<file path="src/hdl/ctl_consts.svh">
`ifndef CTL_CONSTS_SVH
`define CTL_CONSTS_SVH

////////////////////////////////////////////////////////////
// field widths
////////////////////////////////////////////////////////////
`define CTL_OPCODE_W        6
`define CTL_MEM_OP_W        5
`define CTL_WB_OP_W         2
`define CTL_ALU_OP_W        3
`define CTL_RETIRE_W        16

////////////////////////////////////////////////////////////
// opcode classes
////////////////////////////////////////////////////////////
// below this, alu class; from here up to the illegal base, system class
`define CTL_ALU_CLASS_END   32
`define CTL_ILLEGAL_BASE    46

// memory sub-operation codes
`define CTL_MEM_NONE        0
`define CTL_MEM_LOAD        1
`define CTL_MEM_STORE       2
`define CTL_MEM_IO_OUT      3

// writeback sub-operation codes
`define CTL_WB_NONE         0
`define CTL_WB_ALU          1
`define CTL_WB_MEM          2
`define CTL_WB_LINK         3

`endif

</file>
<file path="src/hdl/ctl_pkg.sv">
`include "ctl_consts.svh"

package ctl_pkg;

    ////////////////////////////////////////////////////////////
    // vector types
    ////////////////////////////////////////////////////////////
    typedef logic [`CTL_OPCODE_W-1:0] opcode_t;
    typedef logic [`CTL_MEM_OP_W-1:0] mem_op_t;
    typedef logic [`CTL_WB_OP_W-1:0]  wb_op_t;
    typedef logic [`CTL_ALU_OP_W-1:0] alu_op_t;
    typedef logic [`CTL_RETIRE_W-1:0] retire_cnt_t;

    ////////////////////////////////////////////////////////////
    // per-stage state machines
    ////////////////////////////////////////////////////////////
    typedef enum logic [2:0]
    {
        FD_IDLE,
        FD_IRQ_SAVE,
        FD_IRQ_VECTOR,
        FD_FETCH,
        FD_DECODE,
        FD_EXT_FETCH,
        FD_ISSUE
    } fetch_state_e;

    typedef enum logic [2:0]
    {
        MS_IDLE,
        MS_DMEM_WAIT,
        MS_IO_RAISE,
        MS_IO_RELEASE,
        MS_HANDOFF
    } mem_state_e;

    typedef enum logic
    {
        WB_EMPTY,
        WB_WRITE
    } wb_state_e;

    // source of the register-file write data
    typedef enum logic [1:0]
    {
        SRC_ALU,
        SRC_MEM,
        SRC_LINK
    } wb_src_e;

    ////////////////////////////////////////////////////////////
    // hand-off structs
    ////////////////////////////////////////////////////////////
    typedef struct packed
    {
        opcode_t opcode;
        mem_op_t mem_op;
        wb_op_t  wb_op;
    } instr_t;

    typedef struct packed
    {
        logic    valid;
        alu_op_t alu_op;
        logic    use_imm;
    } alu_cmd_t;

    typedef struct packed
    {
        mem_op_t mem_op;
        wb_op_t  wb_op;
    } mem_item_t;

    typedef struct packed
    {
        logic    wb_en;
        wb_src_e wb_src;
    } wb_item_t;

    typedef struct packed
    {
        logic valid;
        logic write;
    } dmem_cmd_t;

    typedef struct packed
    {
        logic    valid;
        wb_src_e src;
    } reg_write_t;

endpackage

</file>
<file path="src/hdl/fetch_decode.sv">
`timescale 1ns/1ps
`include "ctl_consts.svh"

module fetch_decode
(
    input  logic               clk,
    input  logic               rst_n,
    input  logic               irq_pending,
    input  logic               imem_ack,
    input  ctl_pkg::instr_t    instr,
    input  logic               mem_ready,
    output logic               imem_req,
    output logic               irq_ack,
    output ctl_pkg::alu_cmd_t  alu_cmd,
    output logic               illegal,
    output ctl_pkg::mem_item_t mem_item,
    output logic               mem_valid
);

    ctl_pkg::fetch_state_e state;
    ctl_pkg::fetch_state_e state_next;

    // latched word and its registered decode
    ctl_pkg::instr_t    instr_q;
    ctl_pkg::alu_op_t   alu_op_q;
    logic               use_imm_q;
    logic               is_alu_q;
    logic               is_illegal_q;
    ctl_pkg::mem_item_t item_q;

    // set after the first ISSUE cycle
    logic issued;

    logic op_alu;
    logic op_illegal;
    logic first_issue;

    ////////////////////////////////////////////////////////////
    // opcode class of the latched word
    ////////////////////////////////////////////////////////////
    assign op_alu     = instr_q.opcode < ctl_pkg::opcode_t'(`CTL_ALU_CLASS_END);
    assign op_illegal = instr_q.opcode >= ctl_pkg::opcode_t'(`CTL_ILLEGAL_BASE);

    ////////////////////////////////////////////////////////////
    // state machine
    ////////////////////////////////////////////////////////////
    always_comb
    begin
        state_next = state;
        case (state)
            ctl_pkg::FD_IDLE:
            begin
                if (irq_pending)
                    state_next = ctl_pkg::FD_IRQ_SAVE;
                else
                    state_next = ctl_pkg::FD_FETCH;
            end
            ctl_pkg::FD_IRQ_SAVE:   state_next = ctl_pkg::FD_IRQ_VECTOR;
            ctl_pkg::FD_IRQ_VECTOR: state_next = ctl_pkg::FD_FETCH;
            ctl_pkg::FD_FETCH:
            begin
                if (imem_ack)
                    state_next = ctl_pkg::FD_DECODE;
            end
            ctl_pkg::FD_DECODE:
            begin
                // alu opcodes with bit 0 set carry an extension word
                if (op_alu && instr_q.opcode[0])
                    state_next = ctl_pkg::FD_EXT_FETCH;
                else
                    state_next = ctl_pkg::FD_ISSUE;
            end
            ctl_pkg::FD_EXT_FETCH:
            begin
                if (imem_ack)
                    state_next = ctl_pkg::FD_ISSUE;
            end
            ctl_pkg::FD_ISSUE:
            begin
                if (mem_ready)
                    state_next = ctl_pkg::FD_IDLE;
            end
            default: state_next = ctl_pkg::FD_IDLE;
        endcase
    end

    always_ff @(posedge clk)
    begin
        if (!rst_n)
        begin
            state  <= ctl_pkg::FD_IDLE;
            issued <= 1'b0;
        end
        else
        begin
            state  <= state_next;
            issued <= (state == ctl_pkg::FD_ISSUE) && !mem_ready;
        end
    end

    ////////////////////////////////////////////////////////////
    // instruction latch and decode
    ////////////////////////////////////////////////////////////
    always_ff @(posedge clk)
    begin
        if (state == ctl_pkg::FD_FETCH && imem_ack)
            instr_q <= instr;
        if (state == ctl_pkg::FD_DECODE)
        begin
            alu_op_q     <= instr_q.opcode[4:2];
            use_imm_q    <= instr_q.opcode[1];
            is_alu_q     <= op_alu;
            is_illegal_q <= op_illegal;
            // system and illegal opcodes go down as no-ops
            if (op_alu)
            begin
                item_q.mem_op <= instr_q.mem_op;
                item_q.wb_op  <= instr_q.wb_op;
            end
            else
            begin
                item_q.mem_op <= ctl_pkg::mem_op_t'(`CTL_MEM_NONE);
                item_q.wb_op  <= ctl_pkg::wb_op_t'(`CTL_WB_NONE);
            end
        end
    end

    ////////////////////////////////////////////////////////////
    // outputs
    ////////////////////////////////////////////////////////////
    assign first_issue = (state == ctl_pkg::FD_ISSUE) && !issued;

    assign imem_req = (state == ctl_pkg::FD_FETCH) || (state == ctl_pkg::FD_EXT_FETCH);
    assign irq_ack  = state == ctl_pkg::FD_IRQ_VECTOR;

    assign alu_cmd.valid   = first_issue && is_alu_q;
    assign alu_cmd.alu_op  = alu_op_q;
    assign alu_cmd.use_imm = use_imm_q;
    assign illegal         = first_issue && is_illegal_q;

    assign mem_valid = state == ctl_pkg::FD_ISSUE;
    assign mem_item  = item_q;

endmodule

</file>
<file path="src/hdl/mem_sequencer.sv">
`timescale 1ns/1ps
`include "ctl_consts.svh"

module mem_sequencer
(
    input  logic               clk,
    input  logic               rst_n,
    input  ctl_pkg::mem_item_t mem_item,
    input  logic               mem_valid,
    input  logic               dmem_ack,
    input  logic               io_ack,
    input  logic               wb_ready,
    output logic               mem_ready,
    output ctl_pkg::dmem_cmd_t dmem_cmd,
    output logic               io_req,
    output ctl_pkg::wb_item_t  wb_item,
    output logic               wb_valid
);

    ctl_pkg::mem_state_e state;
    ctl_pkg::mem_state_e state_next;

    // item held while its memory action runs
    ctl_pkg::mem_item_t item_q;

    logic accept;

    assign accept = (state == ctl_pkg::MS_IDLE) && mem_valid;

    ////////////////////////////////////////////////////////////
    // state machine
    ////////////////////////////////////////////////////////////
    always_comb
    begin
        state_next = state;
        case (state)
            ctl_pkg::MS_IDLE:
            begin
                if (mem_valid)
                begin
                    case (mem_item.mem_op)
                        ctl_pkg::mem_op_t'(`CTL_MEM_LOAD),
                        ctl_pkg::mem_op_t'(`CTL_MEM_STORE):
                            state_next = ctl_pkg::MS_DMEM_WAIT;
                        ctl_pkg::mem_op_t'(`CTL_MEM_IO_OUT):
                            state_next = ctl_pkg::MS_IO_RAISE;
                        // no memory action, straight to the hand-off
                        default:
                            state_next = ctl_pkg::MS_HANDOFF;
                    endcase
                end
            end
            ctl_pkg::MS_DMEM_WAIT:
            begin
                if (dmem_ack)
                    state_next = ctl_pkg::MS_HANDOFF;
            end
            ctl_pkg::MS_IO_RAISE:
            begin
                if (io_ack)
                    state_next = ctl_pkg::MS_IO_RELEASE;
            end
            ctl_pkg::MS_IO_RELEASE:
            begin
                // io_ack must be back low before the next rise
                if (!io_ack)
                    state_next = ctl_pkg::MS_HANDOFF;
            end
            ctl_pkg::MS_HANDOFF:
            begin
                if (wb_ready)
                    state_next = ctl_pkg::MS_IDLE;
            end
            default: state_next = ctl_pkg::MS_IDLE;
        endcase
    end

    always_ff @(posedge clk)
    begin
        if (!rst_n)
            state <= ctl_pkg::MS_IDLE;
        else
            state <= state_next;
    end

    always_ff @(posedge clk)
    begin
        if (accept)
            item_q <= mem_item;
    end

    ////////////////////////////////////////////////////////////
    // handshake outputs
    ////////////////////////////////////////////////////////////
    assign mem_ready = state == ctl_pkg::MS_IDLE;

    assign dmem_cmd.valid = state == ctl_pkg::MS_DMEM_WAIT;
    assign dmem_cmd.write = item_q.mem_op == ctl_pkg::mem_op_t'(`CTL_MEM_STORE);

    assign io_req   = state == ctl_pkg::MS_IO_RAISE;
    assign wb_valid = state == ctl_pkg::MS_HANDOFF;

    // wb_op to enable and source
    always_comb
    begin
        wb_item.wb_en  = 1'b1;
        wb_item.wb_src = ctl_pkg::SRC_ALU;
        case (item_q.wb_op)
            ctl_pkg::wb_op_t'(`CTL_WB_NONE): wb_item.wb_en  = 1'b0;
            ctl_pkg::wb_op_t'(`CTL_WB_ALU):  wb_item.wb_src = ctl_pkg::SRC_ALU;
            ctl_pkg::wb_op_t'(`CTL_WB_MEM):  wb_item.wb_src = ctl_pkg::SRC_MEM;
            ctl_pkg::wb_op_t'(`CTL_WB_LINK): wb_item.wb_src = ctl_pkg::SRC_LINK;
            default:                         wb_item.wb_en  = 1'b0;
        endcase
    end

endmodule

</file>
<file path="src/hdl/writeback_sequencer.sv">
`timescale 1ns/1ps

module writeback_sequencer
(
    input  logic                 clk,
    input  logic                 rst_n,
    input  ctl_pkg::wb_item_t    wb_item,
    input  logic                 wb_valid,
    input  logic                 rf_ready,
    output logic                 wb_ready,
    output ctl_pkg::reg_write_t  reg_write,
    output ctl_pkg::retire_cnt_t retire_count
);

    ctl_pkg::wb_state_e state;

    // source of the pending write
    ctl_pkg::wb_src_e src_q;

    logic accept;

    assign accept = (state == ctl_pkg::WB_EMPTY) && wb_valid;

    ////////////////////////////////////////////////////////////
    // buffer state and retire counter
    ////////////////////////////////////////////////////////////
    always_ff @(posedge clk)
    begin
        if (!rst_n)
        begin
            state        <= ctl_pkg::WB_EMPTY;
            retire_count <= '0;
        end
        else
        begin
            if (accept)
                retire_count <= retire_count + 1'b1;
            case (state)
                ctl_pkg::WB_EMPTY:
                begin
                    // items without a write retire here
                    if (accept && wb_item.wb_en)
                        state <= ctl_pkg::WB_WRITE;
                end
                ctl_pkg::WB_WRITE:
                begin
                    if (rf_ready)
                        state <= ctl_pkg::WB_EMPTY;
                end
                default: state <= ctl_pkg::WB_EMPTY;
            endcase
        end
    end

    always_ff @(posedge clk)
    begin
        if (accept)
            src_q <= wb_item.wb_src;
    end

    assign wb_ready        = state == ctl_pkg::WB_EMPTY;
    assign reg_write.valid = state == ctl_pkg::WB_WRITE;
    assign reg_write.src   = src_q;

endmodule

</file>
<file path="src/hdl/pipe_ctl_top.sv">
`timescale 1ns/1ps

module pipe_ctl_top
(
    input  logic                 clk,
    input  logic                 rst_n,
    input  logic                 irq_pending,
    input  logic                 imem_ack,
    input  ctl_pkg::instr_t      instr,
    input  logic                 dmem_ack,
    input  logic                 io_ack,
    input  logic                 rf_ready,
    output logic                 imem_req,
    output logic                 irq_ack,
    output ctl_pkg::alu_cmd_t    alu_cmd,
    output logic                 illegal,
    output ctl_pkg::dmem_cmd_t   dmem_cmd,
    output logic                 io_req,
    output ctl_pkg::reg_write_t  reg_write,
    output ctl_pkg::retire_cnt_t retire_count
);

    ////////////////////////////////////////////////////////////
    // stage hand-offs
    ////////////////////////////////////////////////////////////
    ctl_pkg::mem_item_t mem_item;
    logic               mem_valid;
    logic               mem_ready;
    ctl_pkg::wb_item_t  wb_item;
    logic               wb_valid;
    logic               wb_ready;

    // fetch, decode and issue
    fetch_decode fetch_decode_i
    (
        .clk         (clk),
        .rst_n       (rst_n),
        .irq_pending (irq_pending),
        .imem_ack    (imem_ack),
        .instr       (instr),
        .mem_ready   (mem_ready),
        .imem_req    (imem_req),
        .irq_ack     (irq_ack),
        .alu_cmd     (alu_cmd),
        .illegal     (illegal),
        .mem_item    (mem_item),
        .mem_valid   (mem_valid)
    );

    // data memory and io output
    mem_sequencer mem_sequencer_i
    (
        .clk       (clk),
        .rst_n     (rst_n),
        .mem_item  (mem_item),
        .mem_valid (mem_valid),
        .dmem_ack  (dmem_ack),
        .io_ack    (io_ack),
        .wb_ready  (wb_ready),
        .mem_ready (mem_ready),
        .dmem_cmd  (dmem_cmd),
        .io_req    (io_req),
        .wb_item   (wb_item),
        .wb_valid  (wb_valid)
    );

    // register writes and retire count
    writeback_sequencer writeback_sequencer_i
    (
        .clk          (clk),
        .rst_n        (rst_n),
        .wb_item      (wb_item),
        .wb_valid     (wb_valid),
        .rf_ready     (rf_ready),
        .wb_ready     (wb_ready),
        .reg_write    (reg_write),
        .retire_count (retire_count)
    );

endmodule

</file>
<file path="config.mk">
export PLATFORM = sky130hd
export DESIGN_NAME = pipe_ctl_top
export DESIGN_NICKNAME = d
export VERILOG_FILES = /design/src/hdl/ctl_pkg.sv /design/src/hdl/fetch_decode.sv /design/src/hdl/mem_sequencer.sv /design/src/hdl/writeback_sequencer.sv /design/src/hdl/pipe_ctl_top.sv
export VERILOG_INCLUDE_DIRS = /design/src /design/src/hdl
export SDC_FILE = /design/constraint.sdc
export NUM_CORES = 1
export LEC_CHECK = 0
export ABC_AREA = 1
export BUFFER_PORTS_ARGS = -buffer_cell sky130_fd_sc_hd__buf_4
export CORE_MARGIN = 4
export CORE_UTILIZATION = 40
export DETAILED_ROUTE_END_ITERATION = 10
export SLEW_MARGIN = 40
export SYNTH_ARGS = -nofsm -noshare
export SYNTH_HDL_FRONTEND = slang
export SYNTH_HIERARCHICAL = 1
export SYNTH_SLANG_ARGS = --single-unit
</file>
<file path="constraint.sdc">
create_clock -name clk -period 2.8 [get_ports clk]
set_input_delay 0.14 -clock clk [delete_from_list [all_inputs] [get_ports clk]]
set_output_delay 0.14 -clock clk [all_outputs]
set_load 0.02 [all_outputs]
</file>
==> flow_summary.ini <==
[status]
status = finished, final reports clean

[hold_path]
hold_path_startpoint = rf_ready
worst_hold_path.endpoint = writeback_sequencer_i/state
worstHoldPathType = primary input to flop
worstHoldPathCells = 3

[sta]
finalSetupViolations = 0
slew_headroom_pct = 62.78
finalCriticalPeriod_ns = 1.764
final_cycle_share_pct = 62.99
max_freq_mhz = 567.0
final_tns_setup_ns = 0
total_count_of_hold_check_failures_in_the_final_report = 0
final.setup.worst_slack_ns = 1.036
setup_repair_after_global_routing_missed_its_margin = false
slew_violations = 0
skew_ns = 0.009317
timing_worst_slew_pin_value_ns = 0.5563

[floorplan]
chipWidth_um = 90.03
boundaryPins = 50
core_region_area_um2 = 6459
floorplan.rows = 29
effective_utilization_at_floorplan_pct = 41.67
fp.dieArea_um2 = 8105
die_h_um = 90.03

[power_and_ir_drop]
internal_power_mw = 1.608
vdd_drop_max_v = 0.0003507
p_leak_nw = 1.507
power.switching_mw = 0.7459
comb_power_share_pct = 22.9
sw_frac_of_total_pct = 31.69
power.clock.fraction_pct = 31.9
powerDensity_nw_per_um2 = 678.3
share_seq_of_total_power_pct = 45.2
power.total_mw = 2.354

[yosys]
post_synthesis_instance_area_um2 = 2691
yosysUniqueCellTypes = 29
number_of_warnings_reported_in_the_yosys_synthesis_log = 6
ys_ff_latch = 59
postSynthNetCount = 324
netlist_instances = 303
synth_area_per_cell_um2 = 8.882
ys_seq_area_share_pct = 56.90

[cts]
cts.clk_slew.worst_paths_ns = 0.07
post_cts.repair.setup_buffers = 0
cts-root-buf = sky130_fd_sc_hd__clkbuf_8
h-tree-depth = 3
cts_tree = built
numCtsBuffers = 9
clock_path_buffers = 2
total_clock_sinks = 59
clkLatencyLatePin_ns = 0.33

[final_layout]
drive_gt1_share_pct = 25.66
final_cell_mix = sky130_fd_sc_hd__inv_1 (54), sky130_fd_sc_hd__nand2_1 (52), sky130_fd_sc_hd__buf_4 (51), sky130_fd_sc_hd__nor2_1 (47), sky130_fd_sc_hd__edfxtp_1 (35)
design_area_um2 = 3470
layout.nets = 394
finish.cell_count_without_fillers = 455
mostFrequentLayoutCell = sky130_fd_sc_hd__inv_1
area_growth_syn_to_layout_pct = 28.92
fillerInstances = 584
antenna_cells_inserted = 0

[detailed_routing]
detailroute.via_count = 2106
drt-pass1-iter-count = 4
ant_nets = 0
drt-vias-per-instance = 4.629
drc_errors = 0
drt_iter0_markers = 74
finalWirelength_um = 5117
wl_per_cell_um = 11.25

[setup_path]
critPathSlowestCell = sky130_fd_sc_hd__nor3_1
r2r-start = mem_sequencer_i/state[2]
crit_path_end_kind = flop
critical-path-top-cell-by-count = sky130_fd_sc_hd__nor2_4
timing.critical_path.slowest_cell_delay_ns = 0.40
path_class = flop to flop
largest_fanout_on_the_critical_path = 8
critical_path_required_ns = 3.03
critical_path.cell_chain = inv_1, nor3_1, inv_2, nor2_4, nand2_2, nor2_4, nand3_1, nand2_1, nor2_1
crit-reg2reg-capture = writeback_sequencer_i/retire_count[14]
r2r_cells = 9
setup_crit_start_kind = flop
worst-endpoint-arrival_ns = 1.99
setup.reg_to_reg.worst_slack_ns = 1.04

[place]
preCtsSetupSlack_ns = 1.049
placed_wire_length_estimate_um = 3772
gpl.final_weighted_congestion = 0.8108
placedCellCount = 426
dpl_cell_area_um2 = 3147
port-buffer-count = 49

[global_route]
antenna_found_initial = 0
congestion_overflow_gr = 0
grt_max_degree = 19
grt_util_all_layers_pct = 14.04
grt_pass1_wl_um = 9294
first_global_vias = 2096

[job]
cap_viol_max_count = 0
timing repair:
item	in CTS	in global routing
hold buffers	13	0
gates resized for setup	0	0
hold endpoints to repair	13	0
flip-flops by register name (all words and copies together) (netlist names):
signal	count
fetch_decode_i/mem_item	7
fetch_decode_i/alu_op_q	3
writeback_sequencer_i/state	1
fetch_decode_i/is_alu_q	1
mem_sequencer_i/item_q	7
fetch_decode_i/use_imm_q	1
fetch_decode_i/state	3
fetch_decode_i/issued	1
mem_sequencer_i/state	3
writeback_sequencer_i/src_q	2
fetch_decode_i/instr_q	13
writeback_sequencer_i/retire_count	16
fetch_decode_i/is_illegal_q	1
through the flow:
step | hold slack [ns] | util [%]
2_1_floorplan | 0.2389 | -
3_3_place_gp | 0.3180 | 48.72
3_5_place_dp | 0.3195 | 48.72
4_1_cts | 0.06539 | 53.72
5_1_grt | 0.07783 | 53.72
6_report | 0.08400 | 53.72
cells in the mapped netlist:
cell type	n	area share [%]
sky130_fd_sc_hd__buf_2	3	0.56
sky130_fd_sc_hd__o21ai_1	4	0.74
sky130_fd_sc_hd__buf_4	2	0.56
sky130_fd_sc_hd__nand3b_1	1	0.28
sky130_fd_sc_hd__ha_1	1	0.46
sky130_fd_sc_hd__nand3_2	3	1.1
sky130_fd_sc_hd__inv_2	4	0.56
sky130_fd_sc_hd__a21oi_1	11	2.0
sky130_fd_sc_hd__nand3_1	15	2.8
sky130_fd_sc_hd__nor4_1	2	0.46
sky130_fd_sc_hd__nand2_4	2	0.84
sky130_fd_sc_hd__nand2_1	52	7.3
sky130_fd_sc_hd__or2_2	2	0.46
sky130_fd_sc_hd__nor2_4	7	2.9
sky130_fd_sc_hd__nor2_2	4	0.93
sky130_fd_sc_hd__nor3_1	3	0.56
sky130_fd_sc_hd__a21oi_2	1	0.33
sky130_fd_sc_hd__a41oi_1	1	0.33
sky130_fd_sc_hd__nor3b_1	1	0.28
sky130_fd_sc_hd__o21ai_0	6	1.1
sky130_fd_sc_hd__nor3_2	1	0.37
sky130_fd_sc_hd__nand2_2	7	1.6
sky130_fd_sc_hd__nand4_1	6	1.4
sky130_fd_sc_hd__a31oi_1	2	0.46
sky130_fd_sc_hd__o21bai_1	2	0.56
sky130_fd_sc_hd__inv_1	54	7.5
sky130_fd_sc_hd__dfxtp_1	24	18
sky130_fd_sc_hd__edfxtp_1	35	39
sky130_fd_sc_hd__nor2_1	47	6.6
layer usage:
| layer | global-route usage, % | part of all wire (%) | vias up |
|---|---|---|---|
| li1 | - | - | 1109 |
| met1 | 16.90 | 46 | 935 |
| met2 | 21.66 | 45 | 55 |
| met5 | 0 | 0 | - |
| met3 | 5.843 | 7.7 | 7 |
| met4 | 6.888 | 1.0 | 0 |
worst max-delay path, delay by kind of cell, from the launching register on:
family,cells,cell delay [ns]
buffers and inverters,2,0.24
flip-flops,1,0.37
AND/OR/NAND/NOR,7,1.06
how the worst max path moves through the flow:
stage	from	slack [ns]	to	depth (start not counted)
detailed placement	mem_sequencer_i/state[2]	1.05	writeback_sequencer_i/retire_count[15]	9
CTS	mem_sequencer_i/state[2]	1.03	writeback_sequencer_i/retire_count[14]	9
finish	mem_sequencer_i/state[2]	1.04	writeback_sequencer_i/retire_count[14]	9
global route	mem_sequencer_i/state[2]	0.86	writeback_sequencer_i/retire_count[15]	9
floorplan	fetch_decode_i/state[0]	0.51	fetch_decode_i/instr_q[0]	3
global placement	mem_sequencer_i/state[2]	1.12	writeback_sequencer_i/retire_count[15]	9
area by class of cell:
cell class	instances	area, um2	share of cell area (%)
sequential	59	1531	44.14
multi-input combinational	181	918.4	26.47
timing repair buffer	64	513.0	14.79
inverter	58	217.7	6.275
clock buffer	10	127.6	3.678
tap	77	96.34	2.777
clock inverter	6	65.06	1.875
kinds of logic (layout without fill, tap and decap cells):
logic type	count (synthesis)	in the layout	share of synthesized area, %
and+or+nand+nor	153	153	27.85
buffers and inverters	63	138	9.204
DFF	59	59	56.90
AOI/OAI and AO/OA	27	27	5.579
adders and majority gates	1	1	0.4648
power groups by stage:
stage	combinational [mW]	sequential, mW	clock [mW]
floorplan	0.376	1.08	0
global placement	0.523	1.08	0
detailed placement	0.527	1.08	0
CTS	0.543	1.06	0.774
global route	0.614	1.07	0.810
finish	0.539	1.06	0.751
Power figures use the tool's default switching activity.
